**config.mk**
```make
export PLATFORM = sky130hd
export DESIGN_NAME = fir_top
export DESIGN_NICKNAME = d
export VERILOG_FILES = /design/src/source/fir_bus_pkg.sv /design/src/source/fir_types_pkg.sv /design/src/source/fir_top.sv /design/src/source/fir_mac.sv /design/src/source/fir_tap_sequencer.sv /design/src/source/fir_sample_buffer.sv /design/src/source/fir_coef_bank.sv /design/src/source/fir_regs.sv
export VERILOG_INCLUDE_DIRS = /design/src /design/src/source
export SDC_FILE = /design/constraint.sdc
export NUM_CORES = 2
export LEC_CHECK = 0
export BUFFER_PORTS_ARGS = -buffer_cell sky130_fd_sc_hd__buf_4
export CORE_UTILIZATION = 37
export CTS_CLUSTER_SIZE = 28
export DETAILED_ROUTE_END_ITERATION = 16
export HOLD_SLACK_MARGIN = 0.02
export SLEW_MARGIN = 30
export SYNTH_ARGS = -nofsm -noshare
export SYNTH_HDL_FRONTEND = slang
export SYNTH_SLANG_ARGS = --single-unit
```
**constraint.sdc**
```tcl
create_clock -name axis_clk -period 21.9 [get_ports axis_clk]
set_clock_uncertainty 0.2 [all_clocks]
set_input_delay 1.095 -clock axis_clk [delete_from_list [all_inputs] [get_ports axis_clk]]
set_output_delay 1.095 -clock axis_clk [all_outputs]
set_load 0.02 [all_outputs]
```
**src/source/fir_params.svh**
```systemverilog
`ifndef FIR_PARAMS_SVH
`define FIR_PARAMS_SVH

// filter geometry
`define FIR_NUM_TAPS     11   // h[0] .. h[10]

// datapath and bus widths
`define FIR_DATA_W       32   // samples, coefs, bus data
`define FIR_ADDR_W       12   // byte address on the register bus
`define FIR_LEN_W        16   // samples per run

// register map, byte offsets
`define FIR_REG_CTRL     12'h000  // control / status word
`define FIR_REG_LEN      12'h010  // data length
`define FIR_REG_TAP_BASE 12'h080  // h[i] at base + 4*i

`endif
```
**src/source/fir_bus_pkg.sv**
```systemverilog
`default_nettype none

`include "fir_params.svh"

package fir_bus_pkg;

    // single-cycle strobe bus, no back-pressure
    typedef struct packed {
        logic                   wr_stb;
        logic                   rd_stb;
        logic [`FIR_ADDR_W-1:0] addr;
        logic [`FIR_DATA_W-1:0] wdata;
    } bus_req_t;

    // read data one cycle after rd_stb
    typedef struct packed {
        logic                   rd_valid;
        logic [`FIR_DATA_W-1:0] rd_data;
    } bus_rsp_t;

    // control word at FIR_REG_CTRL, bit 0 is the lsb
    typedef struct packed {
        logic [25:0] rsvd;      // reads zero
        logic        sm_tvalid; // bit 5
        logic        ss_tready; // bit 4
        logic        zero;      // bit 3
        logic        ap_idle;   // bit 2
        logic        ap_done;   // bit 1
        logic        ap_start;  // bit 0
    } ctrl_status_t;

endpackage

`default_nettype wire

```
**src/source/fir_types_pkg.sv**
```systemverilog
`default_nettype none

`include "fir_params.svh"

package fir_types_pkg;

    typedef logic [`FIR_DATA_W-1:0] sample_t;  // x[n]
    typedef logic [`FIR_DATA_W-1:0] coef_t;    // h[i]
    typedef logic [`FIR_DATA_W-1:0] acc_t;     // running sum, wraps mod 2^32
    typedef logic [3:0]             tap_idx_t; // 0 .. 10
    typedef logic [`FIR_LEN_W-1:0]  len_t;

    // one AXI-Stream beat, tready travels separately
    typedef struct packed {
        logic                   tvalid;
        logic [`FIR_DATA_W-1:0] tdata;
        logic                   tlast;
    } stream_beat_t;

    // per-step control, sequencer to MAC
    typedef struct packed {
        logic step;      // tap read issued this cycle
        logic first_tap; // restart the sum
        logic final_tap; // sum complete after this one
        logic last_out;  // this output closes the run
    } mac_ctl_t;

endpackage

`default_nettype wire

```
**src/source/fir_top.sv**
```systemverilog
`timescale 1ns/100ps
`default_nettype none

module fir_top (
    input  logic                        axis_clk,
    input  logic                        axis_rst_n,
    input  fir_bus_pkg::bus_req_t       bus_req,
    output fir_bus_pkg::bus_rsp_t       bus_rsp,
    input  fir_types_pkg::stream_beat_t ss_in,
    output logic                        ss_tready,
    output fir_types_pkg::stream_beat_t sm_out,
    input  logic                        sm_tready
);
    import fir_types_pkg::*;

    // regs <-> coef bank
    logic     coef_wr_en;
    tap_idx_t coef_wr_idx, coef_rd_idx;
    coef_t    coef_wr_data, coef_rd_data;
    // run control
    logic     run_start, run_done, out_busy;
    len_t     data_length;
    // engine
    logic     sample_push;
    sample_t  push_data, tap_sample;
    tap_idx_t tap_idx;
    coef_t    tap_coef;
    mac_ctl_t mac_ctl;

    fir_regs regs_i (
        .axis_clk, .axis_rst_n, .bus_req, .bus_rsp,
        .coef_wr_en, .coef_wr_idx, .coef_rd_idx, .coef_wr_data, .coef_rd_data,
        .ss_ready_stat(ss_tready), .sm_valid_stat(sm_out.tvalid), .run_done,
        .run_start, .data_length
    );

    fir_coef_bank coef_i (
        .axis_clk, .axis_rst_n,
        .wr_en(coef_wr_en), .wr_idx(coef_wr_idx), .wr_data(coef_wr_data),
        .bus_idx(coef_rd_idx), .bus_data(coef_rd_data),
        .tap_idx, .tap_coef
    );

    fir_sample_buffer hist_i (
        .axis_clk, .axis_rst_n, .clear(run_start),
        .push(sample_push), .push_data, .tap_idx, .tap_sample
    );

    fir_tap_sequencer seq_i (
        .axis_clk, .axis_rst_n, .run_start, .data_length,
        .ss_in, .ss_tready, .out_busy, .sample_push, .push_data, .tap_idx, .mac_ctl
    );

    fir_mac mac_i (
        .axis_clk, .axis_rst_n, .mac_ctl, .tap_coef, .tap_sample,
        .sm_out, .sm_tready, .out_busy, .run_done
    );

endmodule

`default_nettype wire

```
**src/source/fir_mac.sv**
```systemverilog
`timescale 1ns/100ps
`default_nettype none

module fir_mac (
    input  logic                        axis_clk,
    input  logic                        axis_rst_n,
    input  fir_types_pkg::mac_ctl_t     mac_ctl,
    input  fir_types_pkg::coef_t        tap_coef,
    input  fir_types_pkg::sample_t      tap_sample,
    output fir_types_pkg::stream_beat_t sm_out,
    input  logic                        sm_tready,
    output logic                        out_busy,
    output logic                        run_done
);
    import fir_types_pkg::*;

    mac_ctl_t ctl_d1, ctl_d2, ctl_d3;  // read data, product, sum stages
    acc_t     prod_q, acc_q, out_data_q;
    logic     acc_last_q;              // tlast of the sum in acc_q
    logic     pend_q;                  // finished sum waiting for the output reg
    logic     out_valid_q, out_last_q;
    logic     sum_rdy, can_load;

    assign sum_rdy  = (ctl_d3.step && ctl_d3.final_tap) || pend_q;
    assign can_load = !out_valid_q || sm_tready;   // empty, or draining this edge

    always_ff @(posedge axis_clk or negedge axis_rst_n) begin
        if (!axis_rst_n) begin
            ctl_d1      <= '0;
            ctl_d2      <= '0;
            ctl_d3      <= '0;
            pend_q      <= 1'b0;
            out_valid_q <= 1'b0;
            out_last_q  <= 1'b0;
        end else begin
            ctl_d1 <= mac_ctl;
            ctl_d2 <= ctl_d1;
            ctl_d3 <= ctl_d2;
            pend_q <= sum_rdy && !can_load;
            if (sum_rdy && can_load) begin
                out_valid_q <= 1'b1;
                out_last_q  <= acc_last_q;
            end else if (sm_tready) begin
                out_valid_q <= 1'b0;
                out_last_q  <= 1'b0;
            end
        end
    end

    always_ff @(posedge axis_clk) begin
        prod_q <= tap_coef * tap_sample;            // low 32 bits only
        if (ctl_d2.step) begin
            acc_q      <= ctl_d2.first_tap ? prod_q : acc_q + prod_q;
            acc_last_q <= ctl_d2.last_out;
        end
        if (sum_rdy && can_load)
            out_data_q <= acc_q;
    end

    assign sm_out   = '{tvalid: out_valid_q, tdata: out_data_q, tlast: out_last_q};
    assign out_busy = out_valid_q || pend_q;
    assign run_done = out_valid_q && sm_tready && out_last_q;  // final beat leaves

    a_hold_stalled: assert property (@(posedge axis_clk) disable iff (!axis_rst_n)
        out_valid_q && !sm_tready |=> out_valid_q && $stable(out_data_q) && $stable(out_last_q))
        else $error("output beat changed while stalled");

endmodule

`default_nettype wire

```
**src/source/fir_tap_sequencer.sv**
```systemverilog
`timescale 1ns/100ps
`default_nettype none

`include "fir_params.svh"

module fir_tap_sequencer (
    input  logic                        axis_clk,
    input  logic                        axis_rst_n,
    input  logic                        run_start,
    input  fir_types_pkg::len_t         data_length,
    input  fir_types_pkg::stream_beat_t ss_in,
    output logic                        ss_tready,
    input  logic                        out_busy,
    output logic                        sample_push,
    output fir_types_pkg::sample_t      push_data,
    output fir_types_pkg::tap_idx_t     tap_idx,
    output fir_types_pkg::mac_ctl_t     mac_ctl
);
    import fir_types_pkg::*;

    localparam tap_idx_t last_tap = tap_idx_t'(`FIR_NUM_TAPS - 1);

    logic     active_q;    // run open, more samples expected
    logic     stepping_q;  // walking the taps of one sample
    logic     last_q;      // current sample is the final one
    tap_idx_t tap_q;
    len_t     in_cnt_q;    // samples accepted so far
    len_t     in_cnt_nxt;
    logic     accept;

    // no new sample while stepping or while the output side is full
    assign ss_tready   = active_q && !stepping_q && !out_busy;
    assign accept      = ss_in.tvalid && ss_tready;  // input tlast is ignored
    assign sample_push = accept;
    assign push_data   = ss_in.tdata;
    assign in_cnt_nxt  = in_cnt_q + len_t'(1);

    always_ff @(posedge axis_clk or negedge axis_rst_n) begin
        if (!axis_rst_n) begin
            active_q   <= 1'b0;
            stepping_q <= 1'b0;
            last_q     <= 1'b0;
            tap_q      <= '0;
            in_cnt_q   <= '0;
        end else if (run_start) begin
            active_q   <= 1'b1;
            stepping_q <= 1'b0;
            last_q     <= 1'b0;
            tap_q      <= '0;
            in_cnt_q   <= '0;
        end else if (accept) begin
            stepping_q <= 1'b1;
            tap_q      <= '0;         // tap 0 in the cycle after the accept edge
            in_cnt_q   <= in_cnt_nxt;
            last_q     <= in_cnt_nxt == data_length;
            if (in_cnt_nxt == data_length)
                active_q <= 1'b0;     // stop taking samples
        end else if (stepping_q) begin
            if (tap_q == last_tap) begin
                stepping_q <= 1'b0;
                tap_q      <= '0;
            end else begin
                tap_q <= tap_q + tap_idx_t'(1);
            end
        end
    end

    assign tap_idx = tap_q;  // shared by coef bank and sample buffer

    always_comb begin
        mac_ctl.step      = stepping_q;
        mac_ctl.first_tap = stepping_q && tap_q == '0;
        mac_ctl.final_tap = stepping_q && tap_q == last_tap;
        mac_ctl.last_out  = stepping_q && last_q;
    end

endmodule

`default_nettype wire

```
**src/source/fir_sample_buffer.sv**
```systemverilog
`timescale 1ns/100ps
`default_nettype none

`include "fir_params.svh"

module fir_sample_buffer (
    input  logic                    axis_clk,
    input  logic                    axis_rst_n,
    input  logic                    clear,
    input  logic                    push,
    input  fir_types_pkg::sample_t  push_data,
    input  fir_types_pkg::tap_idx_t tap_idx,
    output fir_types_pkg::sample_t  tap_sample
);
    import fir_types_pkg::*;

    localparam tap_idx_t last_slot = tap_idx_t'(`FIR_NUM_TAPS - 1);

    sample_t  hist_q [`FIR_NUM_TAPS];  // x[n-10] .. x[n], circular
    tap_idx_t head_q;                  // next slot to write
    logic [4:0] rd_sum;                // head - 1 - tap_idx, before the wrap
    tap_idx_t rd_ptr;

    // newest sample sits one slot behind head
    assign rd_sum = {1'b0, head_q} + 5'(`FIR_NUM_TAPS - 1) - {1'b0, tap_idx};
    assign rd_ptr = (rd_sum >= 5'(`FIR_NUM_TAPS)) ? tap_idx_t'(rd_sum - 5'(`FIR_NUM_TAPS))
                                                   : tap_idx_t'(rd_sum);

    always_ff @(posedge axis_clk or negedge axis_rst_n) begin
        if (!axis_rst_n) begin
            head_q <= '0;
            for (int i = 0; i < `FIR_NUM_TAPS; i++)
                hist_q[i] <= '0;
        end else if (clear) begin
            // new run, history counts as zero
            head_q <= '0;
            for (int i = 0; i < `FIR_NUM_TAPS; i++)
                hist_q[i] <= '0;
        end else if (push) begin
            hist_q[head_q] <= push_data;
            head_q         <= (head_q == last_slot) ? '0 : head_q + tap_idx_t'(1);
        end
    end

    // one cycle read, a same-cycle push wins for tap 0
    always_ff @(posedge axis_clk) begin
        if (push && tap_idx == '0)
            tap_sample <= push_data;
        else
            tap_sample <= hist_q[rd_ptr];
    end

endmodule

`default_nettype wire

```
**src/source/fir_coef_bank.sv**
```systemverilog
`timescale 1ns/100ps
`default_nettype none

`include "fir_params.svh"

module fir_coef_bank (
    input  logic                    axis_clk,
    input  logic                    axis_rst_n,
    input  logic                    wr_en,
    input  fir_types_pkg::tap_idx_t wr_idx,
    input  fir_types_pkg::coef_t    wr_data,
    input  fir_types_pkg::tap_idx_t bus_idx,
    output fir_types_pkg::coef_t    bus_data,
    input  fir_types_pkg::tap_idx_t tap_idx,
    output fir_types_pkg::coef_t    tap_coef
);
    import fir_types_pkg::*;

    coef_t coef_q [`FIR_NUM_TAPS];   // h[0..10], zero after reset

    always_ff @(posedge axis_clk or negedge axis_rst_n) begin
        if (!axis_rst_n) begin
            for (int i = 0; i < `FIR_NUM_TAPS; i++)
                coef_q[i] <= '0;
        end else if (wr_en) begin
            coef_q[wr_idx] <= wr_data;
        end
    end

    // two registered read ports: host readback and engine
    always_ff @(posedge axis_clk) begin
        bus_data <= coef_q[bus_idx];
        tap_coef <= coef_q[tap_idx];   // lines up with the sample buffer read
    end

    a_idx_range: assert property (@(posedge axis_clk) disable iff (!axis_rst_n)
        (!wr_en || wr_idx < `FIR_NUM_TAPS) && bus_idx < `FIR_NUM_TAPS &&
        tap_idx < `FIR_NUM_TAPS)
        else $error("coefficient index out of range");

endmodule

`default_nettype wire

```
**src/source/fir_regs.sv**
```systemverilog
`timescale 1ns/100ps
`default_nettype none

`include "fir_params.svh"

module fir_regs (
    input  logic                    axis_clk,
    input  logic                    axis_rst_n,
    input  fir_bus_pkg::bus_req_t   bus_req,
    output fir_bus_pkg::bus_rsp_t   bus_rsp,
    output logic                    coef_wr_en,
    output fir_types_pkg::tap_idx_t coef_wr_idx,
    output fir_types_pkg::tap_idx_t coef_rd_idx,
    output fir_types_pkg::coef_t    coef_wr_data,
    input  fir_types_pkg::coef_t    coef_rd_data,
    input  logic                    ss_ready_stat,
    input  logic                    sm_valid_stat,
    input  logic                    run_done,
    output logic                    run_start,
    output fir_types_pkg::len_t     data_length
);
    import fir_types_pkg::*;
    import fir_bus_pkg::*;

    typedef enum logic [1:0] {st_idle, st_busy, st_done} ap_state_t;

    ap_state_t              state_q;
    ctrl_status_t           status;
    logic [`FIR_ADDR_W-1:0] tap_off;     // offset into the tap window
    logic                   tap_hit;
    tap_idx_t               tap_idx;
    logic                   ctrl_hit, len_hit;
    logic                   rd_valid_q, rd_coef_q;
    logic [`FIR_DATA_W-1:0] rd_word_q;   // status or length snapshot
    len_t                   data_length_q;

    assign ctrl_hit = bus_req.addr == `FIR_REG_CTRL;
    assign len_hit  = bus_req.addr == `FIR_REG_LEN;
    assign tap_off  = bus_req.addr - `FIR_REG_TAP_BASE;
    assign tap_hit  = (bus_req.addr >= `FIR_REG_TAP_BASE) && (tap_off[1:0] == 2'b00) &&
                      (tap_off[`FIR_ADDR_W-1:2] < `FIR_NUM_TAPS);   // word aligned within h[0..10]
    assign tap_idx  = tap_off[5:2];

    // coefficient writes only land while idle
    assign coef_wr_en   = bus_req.wr_stb && tap_hit && (state_q == st_idle);
    assign coef_wr_idx  = tap_idx;
    assign coef_wr_data = bus_req.wdata;
    assign coef_rd_idx  = tap_hit ? tap_idx : '0;   // keep the bank index in range

    // start needs idle and a non-zero length
    assign run_start = bus_req.wr_stb && ctrl_hit && bus_req.wdata[0] &&
                       (state_q == st_idle) && (data_length_q != '0);
    assign data_length = data_length_q;

    always_comb begin
        status           = '0;
        status.ap_start  = state_q == st_busy;  // engine running
        status.ap_done   = state_q == st_done;
        status.ap_idle   = state_q == st_idle;
        status.ss_tready = ss_ready_stat;
        status.sm_tvalid = sm_valid_stat;
    end

    // idle -> busy -> done -> idle on a status read
    always_ff @(posedge axis_clk or negedge axis_rst_n) begin
        if (!axis_rst_n) begin
            state_q       <= st_idle;
            data_length_q <= '0;
            rd_valid_q    <= 1'b0;
            rd_coef_q     <= 1'b0;
        end else begin
            case (state_q)
                st_idle: if (run_start) state_q <= st_busy;
                st_busy: if (run_done) state_q <= st_done;
                st_done: if (bus_req.rd_stb && ctrl_hit) state_q <= st_idle;
                default: state_q <= st_idle;
            endcase
            if (bus_req.wr_stb && len_hit && state_q == st_idle)
                data_length_q <= bus_req.wdata[`FIR_LEN_W-1:0];
            rd_valid_q <= bus_req.rd_stb;
            rd_coef_q  <= bus_req.rd_stb && tap_hit;   // bank data arrives next cycle
        end
    end

    // snapshot taken at the read edge so ap_done survives the move to idle
    always_ff @(posedge axis_clk) begin
        if (bus_req.rd_stb)
            rd_word_q <= ctrl_hit ? status :
                         len_hit  ? `FIR_DATA_W'(data_length_q) : '0;
    end

    always_comb begin
        bus_rsp.rd_valid = rd_valid_q;
        bus_rsp.rd_data  = rd_coef_q ? coef_rd_data : rd_word_q;
    end

    // both stream sides are quiet whenever a coef write lands
    a_coef_wr_idle: assert property (@(posedge axis_clk) disable iff (!axis_rst_n)
        coef_wr_en |-> !ss_ready_stat && !sm_valid_stat)
        else $error("coefficient write while the engine is active");

endmodule

`default_nettype wire

```
==> flow_summary.yaml <==
outcome:
  status: "completed"
logic_synthesis:
  netlist_instances: 5997
  ys_types: 90
  ys.flop_type: "dfrtp_1"
  synth_seq_area_share_pct: 38.7
  yosys_warnings: 0
  synth_largest_area_cell: "dfrtp_1"
  synth_edf_count: 81
  synth_area_um2: 62300
  synth_area_leaders: "dfrtp_1 31%, fa_1 13%, nand2_1 7.4%, mux4_2 6.9%, mux2_1 4.2%"
  synth-async-reset-ratio_pct: 78.5
  syn_avg_cell_area_um2: 10.4
  netlist.area_leader.share_pct: 30.7
  synth_nets: 6657
  synth.ff_latch_count: 973
die:
  core-area_um2: 167000
  die_y_um: 412
  io_pins: 151
  start_util_pct: 37.3
  rows: 150
  die-area_um2: 170000
  die_w_um: 412
run:
  cap_viol_max_count: 0
timing:
  fin_crit_sh_pct: 36.7
  maxSlewHeadroom_pct: 34.2
  fmax_ghz: 0.124
  tns_ps: 0
  period_needed_ps: 8030
  worst_slew_pin_slew_ps: 984
  setup_violations: 0
  drv_slew: 0
  rsz0062_at_grt: "no"
  worst_slack_ps: 13870
  finalHoldViolCount: 0
min_path:
  worstHoldStart: "mac_i.ctl_d1[3]$_DFF_PN0_"
  whs_path_depth: 0
  worstHoldEndpoint: "mac_i.ctl_d2[3]$_DFF_PN0_"
  hp-class: "reg -> reg"
power_and_ir_drop:
  vdd_drop_max_uv: 62.7
  total_power_uw: 3800
  p_leak_uw: 0.0311
  power_density_nw_per_um2: 55.0
cts:
  numClockSinks: 973
  postCtsSetupBuffers: 0
  root_buffer: "clkbuf_16"
  tritoncts: "done"
  cts_buffer_depth: 3
  cts_made_buffers: 104
  clk-insertion-delay-late_ps: 750
  path_clk_slew_ps: 60
  hold_buffers: 0
  cts-resized-gates: 0
  cts-htree-levels: 3
grt:
  grt_max_degree: 184
  grt_util_all_layers_pct: 20.8
  grt_pass1_wl_um: 274000
  antenna_found_initial: 13
  grt_remaining_overflow: 0
  grt_pass1_vias: 46200
final_layout:
  finish.utilization_pct: 41.3
  nNetsFinal: 6566
  design_area_um2: 69000
  nFillCells: 15900
  multi_input_comb_area_um2: 34900
  syn_to_final_growth_pct: 10.8
  drive_above_1_share_pct: 14.7
  layout.area.seq_um2: 24100
route:
  vias: 44600
  avgRoutedWirePerCell_um: 21.3
  vias_per_cell: 5.43
  dr.pass1.iters: 5
  drc: 0
  routed_wl_um: 175000
  ant_nets: 0
  drtIter0Drc: 3376
worst_setup_path:
  r2r_start: "coef_i.tap_coef[14]$_DFF_P_"
  setup.worst_path.class: "reg -> reg"
  critPathRequiredTime_ps: 22270
  rrSetupSlack_ps: 13870
  worstPathArrival_ps: 8410
  cp-end-kind: "flop"
  r2r_cells: 22
  critical_path.max_fanout: 18
  worst_r2r_endpoint: "mac_i.prod_q[30]$_DFF_P_"
  start_kind: "flop"
placement:
  place_area_um2: 65400
  gp_congestion: 0.824
  dp_hpwl_um: 108000
  place_ws_ps: 13740
  port_buffers: 149
-- power by group --
part | switching [µW] | internal [µW]
registers | 3.99 | 1820
clock network | 779 | 1070
logic | 92.9 | 33.7
-- metrics by stage --
stage                     cells  hold slack, ps
final                      8207             153
after global routing       8206             164
after CTS                  8200             155
after detailed placement   8003             142
after global placement     8001             133
after floorplan            5997             131
-- synthesized netlist by cell type (37+ instances only) --
master       n
ha_1       167
nand2_1   1225
xor2_1      37
dfrtp_1    764
a21oi_1    517
buf_2       81
nor2_1     114
mux4_2     192
and2_1     325
inv_1      436
o211ai_1    40
dfxtp_1    128
buf_1       37
mux2i_1     65
fa_1       410
mux2_2     188
o21ai_0    108
nand3_1     92
clkbuf_1   312
edfxtp_1    81
xnor2_1    105
mux2_1     231
-- cell families after synthesis --
family          after synthesis  synth area share [%]
xor+xnor                    144                  2.07
compound gates              860                  8.05
simple gates               1881                  13.4
mux                         677                  15.6
buf+inv                     885                  5.67
fa+ha+maj                   577                  16.5
flops                       973                  38.7
-- worst max path at each step --
stage,from,end
CTS,hist_i.tap_sample[7]$_DFF_P_,mac_i.prod_q[30]$_DFF_P_
global route,coef_i.tap_coef[14]$_DFF_P_,mac_i.prod_q[30]$_DFF_P_
global placement,hist_i.tap_sample[5]$_DFF_P_,mac_i.prod_q[30]$_DFF_P_
floorplan,hist_i.tap_sample[2]$_DFF_P_,mac_i.prod_q[30]$_DFF_P_
finish,coef_i.tap_coef[14]$_DFF_P_,mac_i.prod_q[30]$_DFF_P_
detailed placement,hist_i.tap_sample[7]$_DFF_P_,mac_i.prod_q[30]$_DFF_P_
-- per-layer routing --
metal  GRT usage [%]  up-vias  wire length [µm]
li1                -    19800                 -
met2            34.2     1473             83100
met1            27.7    23000             74700
met4            6.98        8              5650
met5               0        -                53
met3            3.62      323             11600
-- cell usage in the layout, fill, tap and decap left out, drive strengths merged, types with 30 or more instances in the layout --
cell / Yosys / routed
nor2: 115 / 115
clkinv: 1 / 36
o21ai: 116 / 116
clkbuf: 312 / 146
o221ai: 34 / 34
dfrtp: 764 / 764
mux2: 419 / 419
fa: 410 / 410
mux4: 192 / 192
mux2i: 66 / 66
nand3: 92 / 92
nand2: 1226 / 1226
o211ai: 41 / 41
nor3: 30 / 30
ha: 167 / 167
xnor2: 106 / 106
xor2: 38 / 38
a21oi: 520 / 520
a22oi: 34 / 34
edfxtp: 81 / 81
and2: 325 / 325
inv: 437 / 443
dfxtp: 128 / 128
buf: 135 / 250
-- registers in the layout, summed over array words and instances (netlist names), 2 cells and up --
signal and count:
coef_i.coef_q 352, hist_i.hist_q 352, coef_i.bus_data 32, coef_i.tap_coef 32
hist_i.tap_sample 32, mac_i.acc_q 32, mac_i.out_data_q 32, mac_i.prod_q 32
regs_i.data_length 16, regs_i.rd_word_q 16, seq_i.in_cnt_q 16, hist_i.head_q 4
mac_i.ctl_d1 4, mac_i.ctl_d2 4, seq_i.tap_idx 4, mac_i.ctl_d3 2
regs_i.state_q 2
-- cell type report --
type	instances	share of cell area [%]
Sequential cell	973	34.9
Clock buffer	146	4.41
Inverter	438	2.38
Tap cell	2204	3.99
Antenna cell	6	0.0217
Multi-Input combinational cell	4139	50.5
Clock inverter	51	0.821
Timing Repair Buffer	250	2.90
-- worst max-delay path, cell delays in order (launching register included) --
cell,delay [ps]
dfxtp_1,890
and2_1,250
fa_1,410
inv_1,80
fa_1,430
fa_1,490
fa_1,550
inv_1,50
fa_1,490
inv_1,50
fa_1,530
inv_1,50
fa_1,390
fa_1,470
ha_1,350
a21o_1,180
a21o_1,170
a22oi_1,270
nor4b_1,260
a21oi_1,220
a2111oi_0,730
nor4b_1,120
nand4b_1,220
Power figures use the tool's default switching activity.
